<file path="src/include/nn_enc_macros.svh">
// width, layer size, row map and register map constants for the neural encoder
`ifndef NN_ENC_MACROS_SVH
`define NN_ENC_MACROS_SVH

// q8.8 number format
`define NN_DATA_W 16
`define NN_FRAC_W 8

// parameter memory geometry, one lane per output
`define NN_LANES 6
`define NN_ROW_W 5

// layer shapes
`define NN_L1_IN  10
`define NN_L1_OUT 6
`define NN_L2_IN  6
`define NN_L2_OUT 3

// row map of the parameter memory
`define NN_L1_W_ROW 0
`define NN_L1_B_ROW 10
`define NN_L2_W_ROW 11
`define NN_L2_B_ROW 17

// apb bus and register map
`define NN_APB_AW   12
`define NN_APB_DW   32
`define NN_A_CTRL   12'h000
`define NN_A_STATUS 12'h004
`define NN_A_X      12'h040
`define NN_A_Y      12'h080
`define NN_A_PARAM  12'h400

`endif

</file>
<file path="src/hdl/nn_enc_pkg.sv">
// shared types of the neural encoder
// q8.8 values, memory rows, apb and memory command structs, layer fsm states
`default_nettype none
`include "nn_enc_macros.svh"

package nn_enc_pkg;

    // signed q8.8 value
    typedef logic signed [`NN_DATA_W-1:0] q_t;
    typedef logic [`NN_ROW_W-1:0] row_addr_t;
    typedef logic [$clog2(`NN_LANES)-1:0] lane_t;

    // one memory row, lane i feeds output i
    typedef q_t [`NN_LANES-1:0] row_t;

    typedef struct packed {
        logic                   psel;
        logic                   penable;
        logic                   pwrite;
        logic [`NN_APB_AW-1:0]  paddr;
        logic [`NN_APB_DW-1:0]  pwdata;
    } apb_req_t;

    typedef struct packed {
        logic [`NN_APB_DW-1:0]  prdata;
        logic                   pready;
        logic                   pslverr;
    } apb_rsp_t;

    // single-lane write from the register block
    typedef struct packed {
        logic       valid;
        row_addr_t  row;
        lane_t      lane;
        q_t         data;
    } mem_wr_t;

    // row read request from a layer
    typedef struct packed {
        logic       valid;
        row_addr_t  row;
    } mem_rd_req_t;

    typedef enum logic [1:0] {
        IDLE,
        FETCH,
        DRAIN
    } layer_state_t;

endpackage

`default_nettype wire

</file>
<file path="src/hdl/dense_layer.sv">
// one dense layer, N_IN inputs to N_OUT outputs
// fetches bias then weight rows from the shared memory, one mac lane per output
`timescale 1ns/1ps
`default_nettype none
`include "nn_enc_macros.svh"

module dense_layer #(
    parameter int N_IN  = `NN_L1_IN,
    parameter int N_OUT = `NN_L1_OUT,
    parameter int W_ROW = `NN_L1_W_ROW,
    parameter int B_ROW = `NN_L1_B_ROW
) (
    input  wire logic                       clk,
    input  wire logic                       reset,
    input  wire logic                       start,
    output logic                            ready,
    output logic                            busy,
    input  wire nn_enc_pkg::q_t [N_IN-1:0]  x_vec,
    output nn_enc_pkg::mem_rd_req_t         rd_req,
    input  wire logic                       gnt,
    input  wire logic                       rd_valid,
    input  wire nn_enc_pkg::row_t           rd_data,
    output logic                            done,
    input  wire logic                       done_ack,
    output nn_enc_pkg::q_t [N_OUT-1:0]      y_vec
);
    import nn_enc_pkg::*;

    // row counter: 0 is the bias row, k is weight row k-1
    localparam int CNT_W = $clog2(N_IN + 1);

    layer_state_t       state;
    logic [CNT_W-1:0]   cnt;
    logic               done_q;
    logic               accept;
    q_t [N_IN-1:0]      x_q;
    logic               tag_bias;
    logic [CNT_W-1:0]   tag_idx;
    q_t                 x_sel;
    logic               lane_load;
    logic               lane_acc;

    assign ready = (state == IDLE);
    assign busy  = (state != IDLE);
    assign done  = done_q;

    // request held steady until granted
    always_comb begin
        rd_req.valid = (state == FETCH);
        if (cnt == '0)
            rd_req.row = row_addr_t'(B_ROW);
        else
            rd_req.row = row_addr_t'(W_ROW) + row_addr_t'(cnt) - row_addr_t'(1);
    end

    assign accept = rd_req.valid & gnt;

    always_ff @(posedge clk or posedge reset) begin
        if (reset) begin
            state  <= IDLE;
            cnt    <= '0;
            done_q <= 1'b0;
        end else begin
            case (state)
                IDLE: begin
                    if (start) begin
                        state <= FETCH;
                        cnt   <= '0;
                    end
                end
                FETCH: begin
                    // last weight row granted, only its data is still due
                    if (accept && cnt == CNT_W'(N_IN)) begin
                        state <= DRAIN;
                        cnt   <= '0;
                    end else if (accept) begin
                        cnt <= cnt + 1'b1;
                    end
                end
                DRAIN: begin
                    if (rd_valid)
                        done_q <= 1'b1;
                    // hold done until the consumer takes it
                    if (done_q && done_ack) begin
                        done_q <= 1'b0;
                        state  <= IDLE;
                    end
                end
                default: state <= IDLE;
            endcase
        end
    end

    // input capture and tag of the row in flight
    always_ff @(posedge clk) begin
        if (ready && start)
            x_q <= x_vec;
        if (accept) begin
            tag_bias <= (cnt == '0);
            tag_idx  <= (cnt == '0) ? '0 : cnt - 1'b1;
        end
    end

    assign x_sel     = x_q[tag_idx];
    assign lane_load = rd_valid & tag_bias;
    assign lane_acc  = rd_valid & ~tag_bias;

    // lane i takes weight i of each row
    for (genvar i = 0; i < N_OUT; i++) begin : g_lane
        fixed_point_mac u_mac (
            .clk    (clk),
            .reset  (reset),
            .load   (lane_load),
            .acc_en (lane_acc),
            .bias   (rd_data[i]),
            .a      (x_sel),
            .b      (rd_data[i]),
            .acc    (y_vec[i])
        );
    end

endmodule

`default_nettype wire

</file>
<file path="src/hdl/fixed_point_mac.sv">
// saturating q8.8 multiply-accumulate lane
// the accumulator loads a bias, then adds one saturated product per enable
`timescale 1ns/1ps
`default_nettype none
`include "nn_enc_macros.svh"

module fixed_point_mac (
    input  wire logic           clk,
    input  wire logic           reset,
    input  wire logic           load,
    input  wire logic           acc_en,
    input  wire nn_enc_pkg::q_t bias,
    input  wire nn_enc_pkg::q_t a,
    input  wire nn_enc_pkg::q_t b,
    output nn_enc_pkg::q_t      acc
);
    import nn_enc_pkg::*;

    localparam int PROD_W = 2 * `NN_DATA_W;
    localparam q_t Q_POS = {1'b0, {(`NN_DATA_W-1){1'b1}}};
    localparam q_t Q_NEG = {1'b1, {(`NN_DATA_W-1){1'b0}}};

    logic signed [PROD_W-1:0]     prod_full;
    logic signed [PROD_W-1:0]     prod_shift;
    q_t                           prod_sat;
    logic signed [`NN_DATA_W:0]   sum_wide;
    q_t                           sum_sat;

    // full signed product, back to q8.8 scale
    assign prod_full  = a * b;
    assign prod_shift = prod_full >>> `NN_FRAC_W;

    // clamp the product to 16 bits
    always_comb begin
        if (prod_shift > Q_POS)
            prod_sat = Q_POS;
        else if (prod_shift < Q_NEG)
            prod_sat = Q_NEG;
        else
            prod_sat = prod_shift[`NN_DATA_W-1:0];
    end

    // one guard bit catches the overflow of the add
    assign sum_wide = acc + prod_sat;

    always_comb begin
        if (sum_wide[`NN_DATA_W] != sum_wide[`NN_DATA_W-1])
            sum_sat = sum_wide[`NN_DATA_W] ? Q_NEG : Q_POS;
        else
            sum_sat = sum_wide[`NN_DATA_W-1:0];
    end

    always_ff @(posedge clk or posedge reset) begin
        if (reset) begin
            acc <= '0;
        end else if (load) begin
            acc <= bias;
        end else if (acc_en) begin
            acc <= sum_sat;
        end
    end

endmodule

`default_nettype wire

</file>
<file path="config.mk">
export PLATFORM = sky130hd
export DESIGN_NAME = dense_layer
export DESIGN_NICKNAME = d
export VERILOG_FILES = /design/src/hdl/nn_enc_pkg.sv /design/src/hdl/dense_layer.sv /design/src/hdl/fixed_point_mac.sv
export VERILOG_INCLUDE_DIRS = /design/src /design/src/include
export SDC_FILE = /design/constraint.sdc
export NUM_CORES = 2
export LEC_CHECK = 0
export BUFFER_PORTS_ARGS = -buffer_cell sky130_fd_sc_hd__clkbuf_2
export CORE_UTILIZATION = 60
export DETAILED_ROUTE_END_ITERATION = 16
export PLACE_DENSITY_LB_ADDON = 0.25
export SETUP_SLACK_MARGIN = 0.15
export SLEW_MARGIN = 40
export SYNTH_ARGS = -nofsm -noshare
export SYNTH_HDL_FRONTEND = slang
export SYNTH_HIERARCHICAL = 1
export SYNTH_SLANG_ARGS = --single-unit
export TNS_END_PERCENT = 100
</file>
<file path="constraint.sdc">
create_clock -name clk -period 20.3 [get_ports clk]
set_input_delay 6.09 -clock clk [delete_from_list [all_inputs] [get_ports clk]]
set_output_delay 6.09 -clock clk [all_outputs]
set_load 0.01 [all_outputs]
</file>
* Word level (Yosys, flattened, before mapping)
Cells that the tools add are included.
** Cells by class
- Equal/unequal tests :: 13
- Order comparisons :: 13
- Bitwise operators :: 4
- Muxes and demuxes :: 49
- Reduce and logical (&&, ||, !) cells :: 12
- $add $sub $neg :: 9
- Multiply operators :: 6
** Operators with widths (count)
- $mux 16 :: 37
- $mul 16x16->32 :: 6
- $gt 24x16->1 const B :: 6
- $lt 24x16->1 const B :: 6
- $add 16x16->17 :: 6
- $bmux 16 s4 :: 1
- $mux 4 :: 3
- $pmux 4 s2 :: 1
- $reduce_bool 2->1 :: 4
- $mux 2 :: 3
- $ne 1x1->1 :: 6
- $pmux 2 s3 :: 1
- $reduce_and 3->1 :: 2
- $lt 4x5->1 const B :: 1
- $mux 5 :: 1
- $sub 4x1->5 const B :: 1
- $add 4x1->4 const B :: 1
- $eq 4x4->1 const B :: 1
- $logic_not 4->1 :: 1
- $ne 2x2->1 const B :: 2
- $sub 4x1->4 const B :: 1
- $and 1x1->1 :: 3
- $logic_and 1x1->1 :: 3
- $ne 3x1->1 const B :: 1
- 7 further kinds :: 8
** Word-level totals
- Logic and storage cells :: 127
- Flip-flop bits (word level) :: 268
- Bits of input ports :: 262
- Output and inout bits :: 105

* Longest topological paths before layout
- Depth after elaboration :: 11
- Depth in mapped cells :: 43
- Gate-level depth less buffers :: 38

* Hierarchy
The synthesis kept the hierarchy.
** By module, submodules not included
- fixed_point_mac at g_lane[2].u_mac ... :: seq. area each 400.4 um^2, times used 2, area each 11451.0 um^2, cells each 1283
- fixed_point_mac at g_lane[1].u_mac :: seq. area each 400.4 um^2, times used 1, area each 11568.6 um^2, cells each 1326
- fixed_point_mac at g_lane[0].u_mac :: seq. area each 400.4 um^2, times used 1, area each 11482.3 um^2, cells each 1314
- fixed_point_mac at g_lane[4].u_mac :: seq. area each 400.4 um^2, times used 1, area each 11468.5 um^2, cells each 1289
- fixed_point_mac at g_lane[5].u_mac :: seq. area each 400.4 um^2, times used 1, area each 11388.4 um^2, cells each 1287
- dense_layer :: seq. area each 5129.9 um^2, times used 1, area each 6832.8 um^2, cells each 359

* Worst setup path after synthesis
OpenSTA, ideal clock, no wires.
- Kind :: input -> register
- Start point :: in rd_data[83] in the netlist's numbering
- End point :: reg g_lane[5].u_mac.acc[10]
- Data required time :: 20.163 ns
- Slack :: 5.063 ns
- Buffers on the path :: 4
- Setup time :: 0.137 ns
- Stages :: 37
- Data arrival time :: 15.100 ns
- Cells stage by stage :: clkbuf_1 -> nand2_1 -> fa_1 -> inv_1 -> fa_1 -> inv_1 -> fa_1 -> fa_1 -> inv_1 -> fa_1 -> inv_1 -> fa_1 -> inv_1 -> ha_1 -> clkbuf_1 -> nand2_1 -> nor2_1 -> a221oi_4 -> nor2_1 -> a2111o_1 -> xor2_1 -> or4_4 -> o41ai_4 -> buf_6 -> o21ai_1 -> ha_1 -> fa_1 -> a21oi_1 -> o21bai_1 -> a211o_1 -> a41oi_1 -> a21oi_1 -> a21oi_1 -> o31ai_1 -> nor3_1 -> clkbuf_1 -> a21oi_1
** On the way
- Word-level cells in the longest chain between the ends :: 9
- Elaborated cells on any way between the ends :: 11
- Those cells by class :: add/sub (1); mul (1); order compare (2); eq/ne (1); mux (6)
** Ends and longest elaborated chain
- from (decl) :: line dense_layer.sv:22 : input wire nn_enc_pkg::row_t rd_data,
- $mul 16x16->32 * :: line fixed_point_mac.sv:30 : assign prod_full = a * b;
- $lt 24x16->1 :: line fixed_point_mac.sv:37 : else if (prod_shift < Q_NEG)
- $mux 16 :: line fixed_point_mac.sv:37
- $mux 16 * :: line fixed_point_mac.sv:35 : if (prod_shift > Q_POS)
- $add 16x16->17 * :: line fixed_point_mac.sv:44 : assign sum_wide = acc + prod_sat;
- $mux 16 or $ne 1x1->1 (tied branches) :: line fixed_point_mac.sv:48, fixed_point_mac.sv:47
- $mux 16 * :: line fixed_point_mac.sv:47 : if (sum_wide[`NN_DATA_W] != sum_wide[`NN_DATA_W-1])
- $mux 16 * :: line fixed_point_mac.sv:58 : end else if (acc_en) begin
- $mux 16 * :: line fixed_point_mac.sv:56 : end else if (load) begin
- to (signal assigned) :: line fixed_point_mac.sv:57 : acc <= bias;
- to (signal assigned) :: line fixed_point_mac.sv:59 : acc <= sum_sat;
- to (decl) :: line fixed_point_mac.sv:15 : output nn_enc_pkg::q_t acc
Mark *: on every way between the ends. The rest lies on a longest branch, timed or not. The select of a mux whose other input is x is not followed.
A chain may end at the register's enable or synchronous reset.

* Worst setup path in the final report
- Start point :: in rd_data[2] in the netlist's numbering
- End point :: reg g_lane[0].u_mac.acc[14]
** On the way
- Word-level cells in the longest chain between the ends :: 9
- Elaborated cells on any way between the ends :: 11
- Those cells by class :: add/sub (1); mul (1); order compare (2); eq/ne (1); mux (6)
** Ends and longest elaborated chain (line)
- $mul 16x16->32 * :: fixed_point_mac.sv:30
- $lt 24x16->1 :: fixed_point_mac.sv:37
- $mux 16 :: fixed_point_mac.sv:37
- $mux 16 * :: fixed_point_mac.sv:35
- $add 16x16->17 * :: fixed_point_mac.sv:44
- $mux 16 or $ne 1x1->1 (tied branches) :: fixed_point_mac.sv:48, fixed_point_mac.sv:47
- $mux 16 * :: fixed_point_mac.sv:47
- $mux 16 * :: fixed_point_mac.sv:58
- $mux 16 * :: fixed_point_mac.sv:56
- to (signal assigned) :: fixed_point_mac.sv:57
- to (signal assigned) :: fixed_point_mac.sv:59
- to (decl) :: fixed_point_mac.sv:15
Marks and branches as above.

==> flow_summary_export.csv <==
group,metric,value,unit
outcome,status,"complete, no violations",
final_layout,nets,10718,
floorplanning,core-area,124400,um2
setup_path,crit_family,"adder cells",
logic_synthesis,avgSynthCellArea,9.292,um2
logic_synthesis,synth-simple-area-share,0.1452,
setup_path,reg2reg_setup_slack,6.81,ns
route,drt_pass1_iterations,6,
cts,clk_latency,0.66,ns
timing,finalHoldViolCount,0,
logic_synthesis,syn-cell-area,75640,um2
route,ant_nets,0,
setup_path,crit_required,20.79,ns
logic_synthesis,synth_compound_area_frac,0.08697,
logic_synthesis,synthArstFlopShare,0.3843,
logic_synthesis,yosys.area_share.xor_xnor,0.03184,
hold_path,hp-class,"reg2reg",
global_routing,grt_pass1_vias,60772,
route,viasPerCell,5.623,
cts,cts_buffers,29,
floorplanning,num_rows,129,
cts,clockBufferDepth,3,
setup_path,crit_cells,32,
place,routabilityCongestion,0.9009,
route,drt_iter0_markers,3538,
logic_synthesis,synth_cell_type_count,122,
setup_path,path_buf_inv,5,
timing,hold_ws,0.5207,ns
setup_path,r2r_end,"g_lane[5].u_mac/acc[3]$_DFFE_PP0P_",
setup_path,slowest_stage,"fa_1",
logic_synthesis,synthAdderAreaFrac,0.5108,
logic_synthesis,ys_ff_latch,268,
setup_path,path_max_fanout,17,
logic_synthesis,synthesis.instances,8141,
setup_path,worstRegToRegCells,36,
timing,fmax,61.75,MHz
logic_synthesis,synth_top_family_by_area,"adder cells",
timing,timing.final.crit_share,0.7978,
global_routing,grt_overflow,0,
logic_synthesis,muxShareOfSynthArea,0.01467,
cts,clock_sinks,268,
logic_synthesis,yosysSeqAreaShare,0.09958,
floorplanning,die_area,127500,um2
timing,tightestPinTransition,0.8407,ns
cts,ctsResizeCount,0,
global_routing,antenna_found_initial,19,
timing,layout_min_cycle_time,16.19,ns
setup_path,crit-reg2reg-launch,"tag_idx[0]$_SDFFCE_PP0P_",
final_layout,synthToLayoutAreaGrowth,5.765,%
cts,cts_setup_buffers,0,
floorplanning,ios,367,
cts,htree_levels,1,
setup_path,path_class,"in2reg",
place,portBuffers,365,
place,place_hpwl,147900,um
setup_path,worst_path_most_repeated_cell,"fa_1",
cts,holdBufCountCts,0,
final_layout,layout-drive-gt1-share,0.07872,
timing,maxSlewViolCount,0,
route,wl_per_cell,18.86,um
setup_path,critPathMaxStageDelay,0.84,ns
run,max-cap-violations,0,
route,drc_errors,0,
logic_synthesis,yosysWarnings,6,
route,vias,56148,
floorplanning,die_width,357.1,um
route,wl,188300,um
logic_synthesis,ys.flop_type,"edfxtp_1",
timing,rsz0062_at_grt,"no",
cts,clk_pin_slew,0.07,ns
global_routing,grt_pass1_wl,312500,um
global_routing,grt_usage,0.3079,
logic_synthesis,synth_edf_count,165,
cts,cts_tree,"yes",
timing,fin_setup_tns,0,ns
floorplanning,die_h,357.1,um
timing,fin_skew,0.05975,ns
setup_path,worstPathArrival,16.68,ns
logic_synthesis,synth_nets,10548,
timing,relSlewSlack,0.4395,
timing,final-setup-viol-count,0,
cts,cts-root-buf,"clkbuf_16",
global_routing,grt_max_degree,97,
setup_path,crit_path_end,"g_lane[0].u_mac/acc[14]$_DFFE_PP0P_",
setup_path,cp-startpoint,"rd_data[2]",
setup_path,startpoint_type,"input pin",
floorplanning,initial_core_util,0.6078,
setup_path,endpoint_kind,"register",
[routing by layer]
| layer | GRT usage | vias up | part of all wire |
|---|---|---|---|
| li1 | - | 25298 | - |
| met5 | 0 | - | 0.00047 |
| met3 | 0.05153 | 314 | 0.071 |
| met1 | 0.4024 | 28757 | 0.40 |
| met4 | 0.09624 | 10 | 0.031 |
| met2 | 0.5246 | 1769 | 0.49 |
[cells in the final DEF, fill, tap and decap left out, drive strengths merged, types with 42 or more instances in the layout]
cell type / instances
a21o: 95
a21oi: 306
and2: 712
buf: 43
clkbuf: 397
dfrtp: 103
edfxtp: 165
fa: 1572
ha: 573
inv: 1919
nand2: 930
nand2b: 42
nand3: 46
nand4: 45
nor2: 249
o21ai: 229
o22ai: 46
or3: 44
xnor2: 184
xor2: 88
[how the worst min path moves through the flow]
| stage | cells past startpoint | slack [ns] | endpoint | from |
|---|---|---|---|---|
| finish | 1 | 0.52 | done$_DFFE_PP0P_ | done$_DFFE_PP0P_ |
| global route | 1 | 0.55 | done$_DFFE_PP0P_ | done$_DFFE_PP0P_ |
| CTS | 1 | 0.52 | done$_DFFE_PP0P_ | done$_DFFE_PP0P_ |
| detailed placement | 1 | 0.51 | done$_DFFE_PP0P_ | done$_DFFE_PP0P_ |
| global placement | 1 | 0.50 | done$_DFFE_PP0P_ | done$_DFFE_PP0P_ |
| floorplan | 1 | 0.54 | done$_DFFE_PP0P_ | done$_DFFE_PP0P_ |
[state kept, by name, summed over array words and instances (netlist names)]
name and count:
tag_bias 1, state 2, cnt 4, tag_idx 4, g_lane.u_mac/acc 96, x_q 160, done 1
[synth_stat cells (44+ instances only)]
cell type  number  share of area
a21o_1         94         0.0093
a21oi_1       277          0.018
and2_1        709          0.059
clkbuf_1      223          0.011
dfrtp_1       103          0.034
edfxtp_1      165          0.066
fa_1         1572           0.42
ha_1          573          0.095
inv_1        1914          0.095
nand2_1       930          0.046
nand3_1        46         0.0030
nand4_1        44         0.0036
nor2_1        248          0.012
o21ai_0       178          0.012
o22ai_1        46         0.0038
xnor2_1       182          0.021
xor2_1         88          0.010
[kinds of logic after synthesis]
family | Yosys count
XOR/XNOR | 272
other | 1
AO/OA/AOI/OAI | 968
AND/OR/NAND/NOR | 2220
multiplexers | 84
adder cells (fa/ha/maj) | 2145
buffers and inverters | 2183
flip-flops | 268
[stage by stage]
stage                     worst slack, ns  cells  cell area, um2  utilization
after floorplan                     5.063   8141           75640            -
after global placement              3.517   9916           78960       0.6345
after detailed placement            3.559   9916           79000       0.6348
after CTS                           4.183   9969           79940       0.6424
after global routing                3.280   9982           80000       0.6428
final                               4.105   9985           80000       0.6429
[final cells by class]
| type | count | area [um2] |
|---|---|---|
| well taps | 1637 | 2048 |
| diodes | 15 | 37.54 |
| multi-input cells | 5690 | 60070 |
| flip-flops and latches | 268 | 7532 |
| repair buffers | 408 | 2188 |
| fillers | 10223 | 44440 |
| inverters | 1914 | 7189 |
| clock inverters | 21 | 202.7 |
| clock buffers | 32 | 737.0 |
Power is left out: the tool's default activity adds up to more than one toggle a clock period on the data nets, which glitch-free logic cannot reach.
